## src/id_remap_pkg.sv

```systemverilog
/* Fixed widths and limits of the ID remapper. MAX_UNIQ_IDS is assumed to be a power of two,
   and MST_ID_W must be at least IDX_W because master IDs are zero-extended table indices. */
package id_remap_pkg;

  // Slave-port IDs are wide and only sparsely used.
  localparam int unsigned SLV_ID_W        = 4;
  // Number of table entries, i.e. distinct input IDs in flight per direction.
  localparam int unsigned MAX_UNIQ_IDS    = 4;
  // An input ID stalls once this many of its transactions are outstanding.
  localparam int unsigned MAX_TXNS_PER_ID = 3;
  // Width of a table index, which is the output ID before zero extension.
  localparam int unsigned IDX_W           = $clog2(MAX_UNIQ_IDS);
  // Master-port IDs carry one zero bit above the index.
  localparam int unsigned MST_ID_W        = 3;
  localparam int unsigned ADDR_W          = 16;
  // A counter must be able to hold the value MAX_TXNS_PER_ID itself.
  localparam int unsigned CNT_W           = $clog2(MAX_TXNS_PER_ID + 1);

  typedef logic [SLV_ID_W-1:0]     slv_id_t;
  typedef logic [MST_ID_W-1:0]     mst_id_t;
  typedef logic [IDX_W-1:0]        idx_t;
  // One bit per table entry.
  typedef logic [MAX_UNIQ_IDS-1:0] field_t;
  typedef logic [CNT_W-1:0]        cnt_t;
  typedef logic [ADDR_W-1:0]       addr_t;

  // States of the issue machine.
  // In a hold state the stalled channel keeps its stored output ID until master ready rises.
  typedef enum logic [1:0] {
    READY,
    HOLD_AR,
    HOLD_AW,
    HOLD_AX
  } remap_state_e;

endpackage
```

## src/axi_id_remap.sv

```systemverilog
/* Only address, ID, R last and the handshakes are carried. Reads free an entry on the last
   R beat only, and writes free one on every B beat. */
`timescale 1ns/1ps

module axi_id_remap import id_remap_pkg::*; (
  input  logic    clk_i,
  input  logic    arst_n_i,
  // Read address.
  input  logic    slv_ar_valid_i,
  output logic    slv_ar_ready_o,
  input  slv_id_t slv_ar_id_i,
  input  addr_t   slv_ar_addr_i,
  output logic    mst_ar_valid_o,
  input  logic    mst_ar_ready_i,
  output mst_id_t mst_ar_id_o,
  output addr_t   mst_ar_addr_o,
  // Read response.
  input  logic    mst_r_valid_i,
  output logic    mst_r_ready_o,
  input  mst_id_t mst_r_id_i,
  input  logic    mst_r_last_i,
  output logic    slv_r_valid_o,
  input  logic    slv_r_ready_i,
  output slv_id_t slv_r_id_o,
  output logic    slv_r_last_o,
  // Write address.
  input  logic    slv_aw_valid_i,
  output logic    slv_aw_ready_o,
  input  slv_id_t slv_aw_id_i,
  input  addr_t   slv_aw_addr_i,
  output logic    mst_aw_valid_o,
  input  logic    mst_aw_ready_i,
  output mst_id_t mst_aw_id_o,
  output addr_t   mst_aw_addr_o,
  // Write response.
  input  logic    mst_b_valid_i,
  output logic    mst_b_ready_o,
  input  mst_id_t mst_b_id_i,
  output logic    slv_b_valid_o,
  input  logic    slv_b_ready_i,
  output slv_id_t slv_b_id_o
);

  logic rd_full, rd_exists, rd_exists_full, rd_push, rd_pop;
  logic wr_full, wr_exists, wr_exists_full, wr_push, wr_pop;
  idx_t rd_free_idx, rd_exists_idx, rd_idx;
  idx_t wr_free_idx, wr_exists_idx, wr_idx;

  // Addresses and response flow control are not touched by the remapping.
  assign mst_ar_addr_o = slv_ar_addr_i;
  assign mst_aw_addr_o = slv_aw_addr_i;
  assign slv_r_valid_o = mst_r_valid_i;
  assign mst_r_ready_o = slv_r_ready_i;
  assign slv_r_last_o  = mst_r_last_i;
  assign slv_b_valid_o = mst_b_valid_i;
  assign mst_b_ready_o = slv_b_ready_i;

  // A burst leaves the read table only with its final beat.
  assign rd_pop = mst_r_valid_i && slv_r_ready_i && mst_r_last_i;
  assign wr_pop = mst_b_valid_i && slv_b_ready_i;

  // Master IDs are the table index with zeros prepended.
  assign mst_ar_id_o = {{(MST_ID_W - IDX_W){1'b0}}, rd_idx};
  assign mst_aw_id_o = {{(MST_ID_W - IDX_W){1'b0}}, wr_idx};

  id_remap_table rd_table (
    .clk_i         (clk_i),
    .arst_n_i      (arst_n_i),
    .free_idx_o    (rd_free_idx),
    .full_o        (rd_full),
    .push_i        (rd_push),
    .push_inp_id_i (slv_ar_id_i),
    .push_idx_i    (rd_idx),
    .lookup_id_i   (slv_ar_id_i),
    .exists_o      (rd_exists),
    .exists_idx_o  (rd_exists_idx),
    .exists_full_o (rd_exists_full),
    .pop_i         (rd_pop),
    .pop_idx_i     (mst_r_id_i[IDX_W-1:0]),
    .pop_inp_id_o  (slv_r_id_o)
  );

  id_remap_table wr_table (
    .clk_i         (clk_i),
    .arst_n_i      (arst_n_i),
    .free_idx_o    (wr_free_idx),
    .full_o        (wr_full),
    .push_i        (wr_push),
    .push_inp_id_i (slv_aw_id_i),
    .push_idx_i    (wr_idx),
    .lookup_id_i   (slv_aw_id_i),
    .exists_o      (wr_exists),
    .exists_idx_o  (wr_exists_idx),
    .exists_full_o (wr_exists_full),
    .pop_i         (wr_pop),
    .pop_idx_i     (mst_b_id_i[IDX_W-1:0]),
    .pop_inp_id_o  (slv_b_id_o)
  );

  remap_issue_fsm issue_fsm (
    .clk_i            (clk_i),
    .arst_n_i         (arst_n_i),
    .slv_ar_valid_i   (slv_ar_valid_i),
    .mst_ar_ready_i   (mst_ar_ready_i),
    .mst_ar_valid_o   (mst_ar_valid_o),
    .slv_ar_ready_o   (slv_ar_ready_o),
    .rd_exists_i      (rd_exists),
    .rd_exists_full_i (rd_exists_full),
    .rd_exists_idx_i  (rd_exists_idx),
    .rd_full_i        (rd_full),
    .rd_free_idx_i    (rd_free_idx),
    .rd_push_o        (rd_push),
    .rd_idx_o         (rd_idx),
    .slv_aw_valid_i   (slv_aw_valid_i),
    .mst_aw_ready_i   (mst_aw_ready_i),
    .mst_aw_valid_o   (mst_aw_valid_o),
    .slv_aw_ready_o   (slv_aw_ready_o),
    .wr_exists_i      (wr_exists),
    .wr_exists_full_i (wr_exists_full),
    .wr_exists_idx_i  (wr_exists_idx),
    .wr_full_i        (wr_full),
    .wr_free_idx_i    (wr_free_idx),
    .wr_push_o        (wr_push),
    .wr_idx_o         (wr_idx)
  );

endmodule

```

## src/remap_issue_fsm.sv

```systemverilog
/* A request in READY is pushed to its table at once, even if the master stalls it. While one
   channel is held, the other channel accepts nothing until the machine is back in READY. */
`timescale 1ns/1ps

module remap_issue_fsm import id_remap_pkg::*; (
  input  logic clk_i,
  input  logic arst_n_i,
  // Read address handshake.
  input  logic slv_ar_valid_i,
  input  logic mst_ar_ready_i,
  output logic mst_ar_valid_o,
  output logic slv_ar_ready_o,
  // Read table.
  input  logic rd_exists_i,
  input  logic rd_exists_full_i,
  input  idx_t rd_exists_idx_i,
  input  logic rd_full_i,
  input  idx_t rd_free_idx_i,
  output logic rd_push_o,
  output idx_t rd_idx_o,
  // Write address handshake.
  input  logic slv_aw_valid_i,
  input  logic mst_aw_ready_i,
  output logic mst_aw_valid_o,
  output logic slv_aw_ready_o,
  // Write table.
  input  logic wr_exists_i,
  input  logic wr_exists_full_i,
  input  idx_t wr_exists_idx_i,
  input  logic wr_full_i,
  input  idx_t wr_free_idx_i,
  output logic wr_push_o,
  output idx_t wr_idx_o
);

  remap_state_e state_q, state_d;
  idx_t         ar_id_q, ar_id_d;
  idx_t         aw_id_q, aw_id_d;

  logic rd_ok, wr_ok;
  logic rd_stall, wr_stall;
  idx_t rd_sel_idx, wr_sel_idx;

  // A request is admissible when its ID is in flight below the limit,
  // or when it is new and a free entry is left.
  assign rd_ok = slv_ar_valid_i &&
                 ((rd_exists_i && !rd_exists_full_i) || (!rd_exists_i && !rd_full_i));
  assign wr_ok = slv_aw_valid_i &&
                 ((wr_exists_i && !wr_exists_full_i) || (!wr_exists_i && !wr_full_i));

  // Reusing the existing index keeps same-ID transactions in order.
  assign rd_sel_idx = rd_exists_i ? rd_exists_idx_i : rd_free_idx_i;
  assign wr_sel_idx = wr_exists_i ? wr_exists_idx_i : wr_free_idx_i;

  // A forwarded request that the master does not take this cycle must be held.
  assign rd_stall = rd_ok && !mst_ar_ready_i;
  assign wr_stall = wr_ok && !mst_aw_ready_i;

  always_comb begin
    mst_ar_valid_o = 1'b0;
    slv_ar_ready_o = 1'b0;
    rd_push_o      = 1'b0;
    rd_idx_o       = ar_id_q;
    mst_aw_valid_o = 1'b0;
    slv_aw_ready_o = 1'b0;
    wr_push_o      = 1'b0;
    wr_idx_o       = aw_id_q;
    ar_id_d        = ar_id_q;
    aw_id_d        = aw_id_q;
    state_d        = state_q;

    unique case (state_q)
      READY: begin
        rd_idx_o = rd_sel_idx;
        wr_idx_o = wr_sel_idx;
        // The slave sees the master's ready in the same cycle.
        if (rd_ok) begin
          mst_ar_valid_o = 1'b1;
          slv_ar_ready_o = mst_ar_ready_i;
          rd_push_o      = 1'b1;
        end
        if (wr_ok) begin
          mst_aw_valid_o = 1'b1;
          slv_aw_ready_o = mst_aw_ready_i;
          wr_push_o      = 1'b1;
        end
        // Store the index of each stalled channel so it stays stable.
        if (rd_stall) begin
          ar_id_d = rd_sel_idx;
        end
        if (wr_stall) begin
          aw_id_d = wr_sel_idx;
        end
        unique case ({rd_stall, wr_stall})
          2'b11:   state_d = HOLD_AX;
          2'b10:   state_d = HOLD_AR;
          2'b01:   state_d = HOLD_AW;
          default: state_d = READY;
        endcase
      end

      HOLD_AR: begin
        mst_ar_valid_o = 1'b1;
        slv_ar_ready_o = mst_ar_ready_i;
        if (mst_ar_ready_i) begin
          state_d = READY;
        end
      end

      HOLD_AW: begin
        mst_aw_valid_o = 1'b1;
        slv_aw_ready_o = mst_aw_ready_i;
        if (mst_aw_ready_i) begin
          state_d = READY;
        end
      end

      HOLD_AX: begin
        mst_ar_valid_o = 1'b1;
        slv_ar_ready_o = mst_ar_ready_i;
        mst_aw_valid_o = 1'b1;
        slv_aw_ready_o = mst_aw_ready_i;
        // Whichever channel completes first leaves the other one held.
        unique case ({mst_ar_ready_i, mst_aw_ready_i})
          2'b11:   state_d = READY;
          2'b10:   state_d = HOLD_AW;
          2'b01:   state_d = HOLD_AR;
          default: state_d = HOLD_AX;
        endcase
      end

      default: state_d = READY;
    endcase
  end

  always_ff @(posedge clk_i or negedge arst_n_i) begin
    if (!arst_n_i) begin
      state_q <= READY;
      ar_id_q <= '0;
      aw_id_q <= '0;
    end else begin
      state_q <= state_d;
      ar_id_q <= ar_id_d;
      aw_id_q <= aw_id_d;
    end
  end

endmodule

```

## src/id_remap_table.sv

```systemverilog
/* Pushes must target a free entry or the entry that already holds the same input ID, below
   the per-ID limit. Pops must target a busy entry. The caller enforces both. */
`timescale 1ns/1ps

module id_remap_table import id_remap_pkg::*; (
  input  logic    clk_i,
  input  logic    arst_n_i,
  // Lowest free entry and table-full flag.
  output idx_t    free_idx_o,
  output logic    full_o,
  // Push of a new transaction.
  input  logic    push_i,
  input  slv_id_t push_inp_id_i,
  input  idx_t    push_idx_i,
  // Lookup of an incoming input ID.
  input  slv_id_t lookup_id_i,
  output logic    exists_o,
  output idx_t    exists_idx_o,
  output logic    exists_full_o,
  // Pop on a completed response.
  input  logic    pop_i,
  input  idx_t    pop_idx_i,
  output slv_id_t pop_inp_id_o
);

  // Each entry pairs an input ID with the number of its transactions in flight.
  slv_id_t                  inp_id_q [MAX_UNIQ_IDS];
  cnt_t [MAX_UNIQ_IDS-1:0]  cnt_q;

  field_t free;
  field_t match;
  field_t inc;
  field_t dec;
  logic   no_match;

  for (genvar i = 0; i < MAX_UNIQ_IDS; i++) begin : gen_entry
    // An entry with a zero count is available for a new input ID.
    assign free[i]  = (cnt_q[i] == '0);
    // Only busy entries can match, since the stored ID of a free entry is stale.
    assign match[i] = (cnt_q[i] != '0) && (inp_id_q[i] == lookup_id_i);
    assign inc[i]   = push_i && (push_idx_i == idx_t'(i));
    assign dec[i]   = pop_i && (pop_idx_i == idx_t'(i));
  end

  // Lowest free entry for allocation.
  first_one_finder free_finder (
    .vec_i  (free),
    .idx_o  (free_idx_o),
    .none_o (full_o)
  );

  // At most one entry matches, because an input ID is only ever stored in one busy entry.
  first_one_finder match_finder (
    .vec_i  (match),
    .idx_o  (exists_idx_o),
    .none_o (no_match)
  );

  assign exists_o      = !no_match;
  assign exists_full_o = (cnt_q[exists_idx_o] == cnt_t'(MAX_TXNS_PER_ID));

  // The response path reads back the input ID of the returned index.
  assign pop_inp_id_o = inp_id_q[pop_idx_i];

  // A push and a pop on the same entry in one cycle cancel out.
  always_ff @(posedge clk_i or negedge arst_n_i) begin
    if (!arst_n_i) begin
      cnt_q <= '0;
    end else begin
      for (int i = 0; i < MAX_UNIQ_IDS; i++) begin
        if (inc[i] && !dec[i]) begin
          cnt_q[i] <= cnt_q[i] + cnt_t'(1);
        end else if (dec[i] && !inc[i]) begin
          cnt_q[i] <= cnt_q[i] - cnt_t'(1);
        end
      end
    end
  end

  // Rewriting the ID of an existing entry stores the same value again.
  always_ff @(posedge clk_i) begin
    if (push_i) begin
      inp_id_q[push_idx_i] <= push_inp_id_i;
    end
  end

endmodule

```

## src/first_one_finder.sv

```systemverilog
/* Purely combinational. idx_o reads zero when no bit is set, so check none_o first. */
`timescale 1ns/1ps

module first_one_finder import id_remap_pkg::*; (
  input  field_t vec_i,
  output idx_t   idx_o,
  output logic   none_o
);

  // Set once the scan has passed the first set bit.
  logic found;

  // Entry 0 has the highest priority.
  // Later set bits are ignored once one has been found.
  always_comb begin
    idx_o = '0;
    found = 1'b0;
    for (int i = 0; i < MAX_UNIQ_IDS; i++) begin
      if (vec_i[i] && !found) begin
        idx_o = idx_t'(i);
        found = 1'b1;
      end
    end
  end

  // An all-zero vector means no entry qualifies.
  assign none_o = !found;

endmodule

```

## config.mk

```make
export PLATFORM = sky130hd
export DESIGN_NAME = axi_id_remap
export DESIGN_NICKNAME = d
export VERILOG_FILES = /design/src/id_remap_pkg.sv /design/src/axi_id_remap.sv /design/src/remap_issue_fsm.sv /design/src/id_remap_table.sv /design/src/first_one_finder.sv
export SDC_FILE = /design/constraint.sdc
export NUM_CORES = 1
export LEC_CHECK = 0
export BUFFER_PORTS_ARGS = -buffer_cell sky130_fd_sc_hd__buf_2
export CAP_MARGIN = 30
export CORE_MARGIN = 4
export CORE_UTILIZATION = 40
export CTS_BUF_LIST = sky130_fd_sc_hd__clkbuf_16
export DETAILED_ROUTE_END_ITERATION = 7
export HOLD_SLACK_MARGIN = 0.12
export PLACE_DENSITY = 0.76
export SETUP_SLACK_MARGIN = 0.15
export SKIP_LAST_GASP = 1
export SLEW_MARGIN = 40
export SYNTH_ARGS = -nofsm -noshare
export SYNTH_HDL_FRONTEND = slang
export SYNTH_HIERARCHICAL = 1
export SYNTH_SLANG_ARGS = --single-unit
```

## constraint.sdc

```tcl
create_clock -name clk_i -period 4.2 [get_ports clk_i]
set_clock_uncertainty 0.2 [all_clocks]
set_input_delay 0.84 -clock clk_i [delete_from_list [all_inputs] [get_ports clk_i]]
set_output_delay 0.84 -clock clk_i [all_outputs]
set_load 0.01 [all_outputs]
```

## Word level (Yosys, flattened, before mapping)

Memory sizes are Yosys's and may differ from the RTL's.
Cells that the tools add are included.

- Output and inout port bits: 55
- RAM bits: 32
- Register bits: 22
- Memories: 2

Memories:

| memory | depth | width | read ports | clocked after Yosys merged registers in | wr ports | RTL line | text |
|---|---|---|---|---|---|---|---|
| rd_table.inp_id_q | 4 | 4 | 5 | 0 | 1 | id_remap_table.sv:27 | `slv_id_t inp_id_q [MAX_UNIQ_IDS];` |
| wr_table.inp_id_q | 4 | 4 | 5 | 0 | 1 | id_remap_table.sv:27 |  |

- Reduce and logical (&&, ||, !) cells: 133
- Magnitude comparators: 2
- Multiplexer cells: 71
- Eq/ne operators: 33
- Add/sub/neg operators: 16

Operators with widths:

| operator | count |
|---|---|
| 2-bit 2-to-1 mux | 32 |
| 1-bit logical AND | 63 |
| 1-bit logical NOT | 34 |
| 2-bit equality test, second input constant | 16 |
| 4-bit equality test | 8 |
| 2-bit nonzero test | 16 |
| 1-bit 2-to-1 mux | 30 |
| 2-bit logical NOT | 13 |
| 2-bit by 1-bit adder with 2-bit output, second input constant | 8 |
| 2-bit by 1-bit subtractor with 2-bit output, second input constant | 8 |
| 2-bit by 1-bit equality test with 1-bit output, second input constant | 7 |
| 2-bit case mux with 3 select lines | 2 |
| 2-bit binary-select mux with 2-bit select | 2 |
| 1-bit case mux with 2 select lines | 4 |
| 2-bit case mux with 4 select lines | 1 |
| 2-bit by 3-bit less-than comparator with 1-bit output, second input constant | 2 |
| 2-bit AND reduction | 3 |
| 2-bit inequality test, second input constant | 2 |
| 2-bit OR reduction | 2 |
| 1-bit logical OR | 2 |

## Depth between registers and ports, before layout

An unclocked memory read counts as a cell.

- Depth in word-level cells: 27
- Gate-level depth with buffers: 17
- Gate-level depth less buffers: 16

## Cells and area by module

Netlist, hierarchy kept.

Modules (own cells, without submodules):

| module | cells each | area an instance (µm²) | times used |
|---|---|---|---|
| id_remap_table at rd_table | 96 | 1266.2 | 1 |
| id_remap_table at wr_table | 96 | 1262.5 | 1 |
| remap_issue_fsm | 44 | 387.9 | 1 |
| axi_id_remap | 42 | 309.0 | 1 |
| first_one_finder | 6 | 40.0 | 4 |

## Worst setup path before layout

Ideal clock, no wire load.

- Path kind: input to register
- From: in slv_aw_id_i[3]
- To: reg wr_table/cnt_q[1] (netlist name)
- Library setup time: 0.125 ns
- Buffers on the path: 1
- Path slack: 0.044 ns
- Arrival time: 3.831 ns
- Data required time: 3.875 ns
- Stages: 16
- Cells stage by stage: clkbuf_1 xnor2_1 nand3_1 nor3_1 nor2_1 nor3_1 and3b_1 a311oi_1 a31oi_1 mux2i_1 and3_2 nor3b_1 ha_1 xor2_1 nor2_1 xor2_1

RTL lines:

| item | RTL line | text |
|---|---|---|
| start: declaration | axi_id_remap.sv:29 | `input slv_id_t slv_aw_id_i,` |
| 4-bit equality test * | id_remap_table.sv:40 | `assign match[i] = (cnt_q[i] != '0) && (inp_id_q[i] == lookup_id_i);` |
| 1-bit logical AND * | id_remap_table.sv:40 |  |
| named net wr_table.match[3] | id_remap_table.sv:31 | `field_t match;` |
| 1-bit logical AND * | first_one_finder.sv:19 | `if (vec_i[i] && !found) begin` |
| 2-bit 2-to-1 mux * | first_one_finder.sv:19 |  |
| named net wr_exists_idx[1] | axi_id_remap.sv:47 | `idx_t wr_free_idx, wr_exists_idx, wr_idx;` |
| 2-bit binary-select mux with 2-bit select * | id_remap_table.sv:60 | `assign exists_full_o = (cnt_q[exists_idx_o] == cnt_t'(MAX_TXNS_PER_ID));` |
| 2-bit 2-to-1 mux (implied by the code) * | id_remap_table.sv:60 |  |
| [... 1 more ...] | -- |  |
| named net wr_exists_full | axi_id_remap.sv:45 | `logic wr_full, wr_exists, wr_exists_full, wr_push, wr_pop;` |
| [... 3 more ...] | -- |  |
| 1-bit logical AND * | remap_issue_fsm.sv:48 | `assign wr_ok = slv_aw_valid_i &&` |
| 1-bit 2-to-1 mux * | remap_issue_fsm.sv:82 | `if (wr_ok) begin` |
| 1-bit 2-to-1 mux * | remap_issue_fsm.sv:72 | `unique case (state_q)` |
| named net wr_push | axi_id_remap.sv:45 |  |
| 1-bit logical AND * | id_remap_table.sv:41 | `assign inc[i] = push_i && (push_idx_i == idx_t'(i));` |
| 1-bit logical NOT | id_remap_table.sv:73 | `end else if (dec[i] && !inc[i]) begin` |
| 1-bit logical AND | id_remap_table.sv:73 |  |
| 2-bit nonzero test (no line) | -- |  |
| end signal: indexed assignment | id_remap_table.sv:72 | `cnt_q[i] <= cnt_q[i] + cnt_t'(1);` |
| end signal: indexed assignment | id_remap_table.sv:74 | `cnt_q[i] <= cnt_q[i] - cnt_t'(1);` |
| end: declaration | id_remap_table.sv:28 | `cnt_t [MAX_UNIQ_IDS-1:0] cnt_q;` |

The timed path passes the listed nets; every way through them passes the cells marked *. The select of a mux whose other input is x is not followed.
A chain may end at the register's enable or synchronous reset.

## Final worst setup path

- From: in slv_ar_id_i[3]
- To: out slv_ar_ready_o

RTL lines:

| item | RTL line | text |
|---|---|---|
| start: declaration | axi_id_remap.sv:11 | `input slv_id_t slv_ar_id_i,` |
| 4-bit equality test * | id_remap_table.sv:40 |  |
| 1-bit logical AND * | id_remap_table.sv:40 |  |
| named net rd_table.match[1] | id_remap_table.sv:31 |  |
| 1-bit logical AND * | first_one_finder.sv:19 |  |
| 1-bit 2-to-1 mux * | first_one_finder.sv:19 |  |
| 1-bit logical NOT | first_one_finder.sv:19 |  |
| 1-bit logical AND | first_one_finder.sv:19 |  |
| 1-bit 2-to-1 mux | first_one_finder.sv:19 |  |
| [... 3 more ...] | -- |  |
| named net rd_exists_idx[1] | axi_id_remap.sv:46 | `idx_t rd_free_idx, rd_exists_idx, rd_idx;` |
| [... 2 more ...] | -- |  |
| 2-bit equality test * | id_remap_table.sv:60 |  |
| named net rd_exists_full | axi_id_remap.sv:44 | `logic rd_full, rd_exists, rd_exists_full, rd_push, rd_pop;` |
| 1-bit logical NOT * | remap_issue_fsm.sv:47 | `((rd_exists_i && !rd_exists_full_i) \|\| (!rd_exists_i && !rd_full_i));` |
| 1-bit logical AND * | remap_issue_fsm.sv:47 |  |
| 1-bit logical OR * | remap_issue_fsm.sv:47 |  |
| 1-bit logical AND * | remap_issue_fsm.sv:46 | `assign rd_ok = slv_ar_valid_i &&` |
| 1-bit 2-to-1 mux * | remap_issue_fsm.sv:77 | `if (rd_ok) begin` |
| 1-bit case mux with 2 select lines * | remap_issue_fsm.sv:72 |  |
| end: declaration | axi_id_remap.sv:10 | `output logic slv_ar_ready_o,` |

Marked as above.

==> results.md <==
* Status: completed
* Via/cell ratio at 5.323
* TritonCTS clock tree: built
* Dpl cells at 417
* ANT nets after route at 0
* Core area at 0.008217 mm^2
* Iteration count of the initial detailed-routing pass at 4
* Total CTS buffers at 5
* Die area at 0.01000 mm^2
* Wire per inst at 17.54 um
* Mean Syn Cell Area at 11.21 um^2
* Critical path fanouts, max at 8
* Root Driver: clkbuf_16
* Slew Limit Headroom at 57.29%
* Synth top cells by count: buf_4, edfxtp_1, xnor2_1, nor2_1, xor2_1
* Setup TNS at 0 ns
* Max Fclk at roughly 0.25 GHz
* Port bufs at 43
* Worst EP arrival at 2.97 ns
* Max Cap Violations at 0
* Worst setup margin at between 0.15 and 0.2 ns
* Final Core Density at 49.03%
* Post-synth ARST share at 40.74%
* FF+latch count, synth at 54
* Global route overflow at 0
* Register area share after synthesis at 44.64%
* Endpoints failing setup at 0
* 1st-iter DRT viols at 178
* # IOs at 112
* Final Max Tran Viols at 0
* CP Class: in -> out
* Antenna cells at 0
* Total via count in the routed design at 2289
* Synth cell types at 34
* Worst-Margin Slew at 0.6383 ns
* Min cycle time layout at between 4 and 5 ns
* Synth warnings at 6
* Worst hold margin at 0.3053 ns
* Leading area contributor after synthesis: edfxtp_1
* Total Routing Usage GR at 13.88%
* Clock sink total at 54
* Design area at about 0.004 mm^2
* Top-area cell type share of the netlist area at roughly 28%
* Placed Area at 0.003510 mm^2
* VDD IR-drop max at 240.5 uV
* RSZ-0062 raised after global routing: yes
* Gpl congestion at ~0.9
* Largest net degree at the start of global routing at 23
* Dpl ws at 0.1377 ns
* P&R area growth vs syn at 18.99%
* Initial antenna violation count at 0
* CP startpoint: slv_ar_id_i[3]
* Fillers at 671
* Total power at ~2.6 mW
* Fin crit share at a little over nine tenths
* Top_reg_cell synth: edfxtp_1
* Crit path launch type: input port
* Remaining DRCs at 0
* Share of cells above drive strength 1 at between 30% and 40%
* FP Rows at 33
* Clock Pin Slew Worst Setup and Hold Paths at 0.07 ns
* Maximum level of the CTS H-tree at 2
* First-pass GRT wire length at 11260 um
* CP required at 3.16 ns
* Hold-fix buffers at CTS at 0
* DP Wirelength at 5067 um
* Lkg Pwr at around 1.7 nW
* Die span in x at 100 um
* Latest clock arrival within the worst-skew pair at 0.29 ns
* Clk buf depth at 2
* Post-Synthesis Cells at between 300 and 400
* Initial Util at a little over 40%
* FF+latch area at 0.001511 mm^2
* Power Density at 641.5 mW/mm^2
* Top cells by area, synth: edfxtp_1, dfrtp_1, buf_4
* Most frequent cell after synthesis: buf_4
* Final wirelength at 7541 um
* Number of synthesized flops with an enable pin at 32
* Vias in the first global route at ~2300
* Fin. Hold Viols at 0
* Die H at 100 um
* Mapped Area at 0.003386 mm^2
* Multi-input gate area at 0.001703 mm^2
* Non-Filler Instances at 430
* Nets@finish at 389
* Kind of end point of the critical path: output port
* Hold Path Class: in -> async
* Worst R2R Start: rd_table/inp_id_q[1][3]
-- final timing paths --
check | to | slack (ns) | depth (start not counted)
min in group clk_i | wr_table/cnt_q[3] | 0.31 | 1
min | rd_table/cnt_q[7] | 0.31 | 1
max in group asynchronous | wr_table/cnt_q[7] | 3.16 | 1
min reg2reg | wr_table/cnt_q[3] | 0.31 | 1
max | slv_ar_ready_o | 0.19 | 13
max reg2reg | rd_table/cnt_q[1] | 0.66 | 15
-- worst max-delay path: stages --
cell      delay, ns
buf_8          0.12
xnor2_1        0.27
nand3_2        0.16
nor3_4         0.24
nor3_2         0.08
buf_4          0.14
buf_4          0.14
a311oi_2       0.26
a31oi_1        0.09
mux2i_2        0.24
a31oi_2        0.15
nor2b_1        0.12
buf_2          0.13
-- power by group --
| part | internal (mW) | switching, mW |
|---|---|---|
| Clock | 0.339 | 0.179 |
| Sequential | 0.753 | 0.175 |
| Combinational | 0.512 | 0.626 |
| Total | 1.61 | 0.980 |
-- what timing repair did --
item	in CTS	in global routing
setup endpoints to repair	1	6
gates cloned	0	0
gates resized for setup	1	61
pin swaps	0	24
setup buffers	0	5
-- placed cells by master (no fill, tap or decap), drive strengths merged, types with 6 or more instances in the layout --
master	instances
inv	14
ha	8
mux4	8
nand3b	6
a21oi	8
nand3	12
mux2i	10
nor3	12
edfxtp	32
xor2	24
nor2	29
dfrtp	22
xnor2	32
buf	64
-- per-layer routing --
layer	routed length, um	up-vias	GRT usage (%)
met5	0	-	0
met4	161	0	7.150
met3	354	23	2.502
met2	3781	75	21.14
met1	3244	1140	18.97
li1	-	1051	-
-- layout make-up --
| cell class | instances | share of cell area [%] |
|---|---|---|
| clock buffer | 5 | 3.106 |
| inverter | 14 | 1.304 |
| timing repair buffer | 64 | 10.96 |
| clock inverter | 3 | 1.584 |
| multi-input combinational | 185 | 42.27 |
| sequential | 54 | 37.52 |
| tap | 105 | 3.261 |
-- kinds of logic after synthesis --
family | after synthesis | share of synthesized area, %
XOR/XNOR | 56 | 14.49
flip-flops | 54 | 44.64
other | 1 | 0.1108
buffers and inverters | 64 | 12.08
multiplexers | 18 | 8.278
AO/OA/AOI/OAI | 14 | 2.882
AND/OR/NAND/NOR | 87 | 14.56
adder cells (fa/ha/maj) | 8 | 2.957
-- sequential cells by signal, summed over array words and instances, names as in the netlist --
name,cells
rd_table/inp_id_q,16
wr_table/inp_id_q,16
rd_table/cnt_q,8
wr_table/cnt_q,8
issue_fsm/ar_id_q,2
issue_fsm/aw_id_q,2
issue_fsm/state_q,2
(Power assumes the default switching activity.)
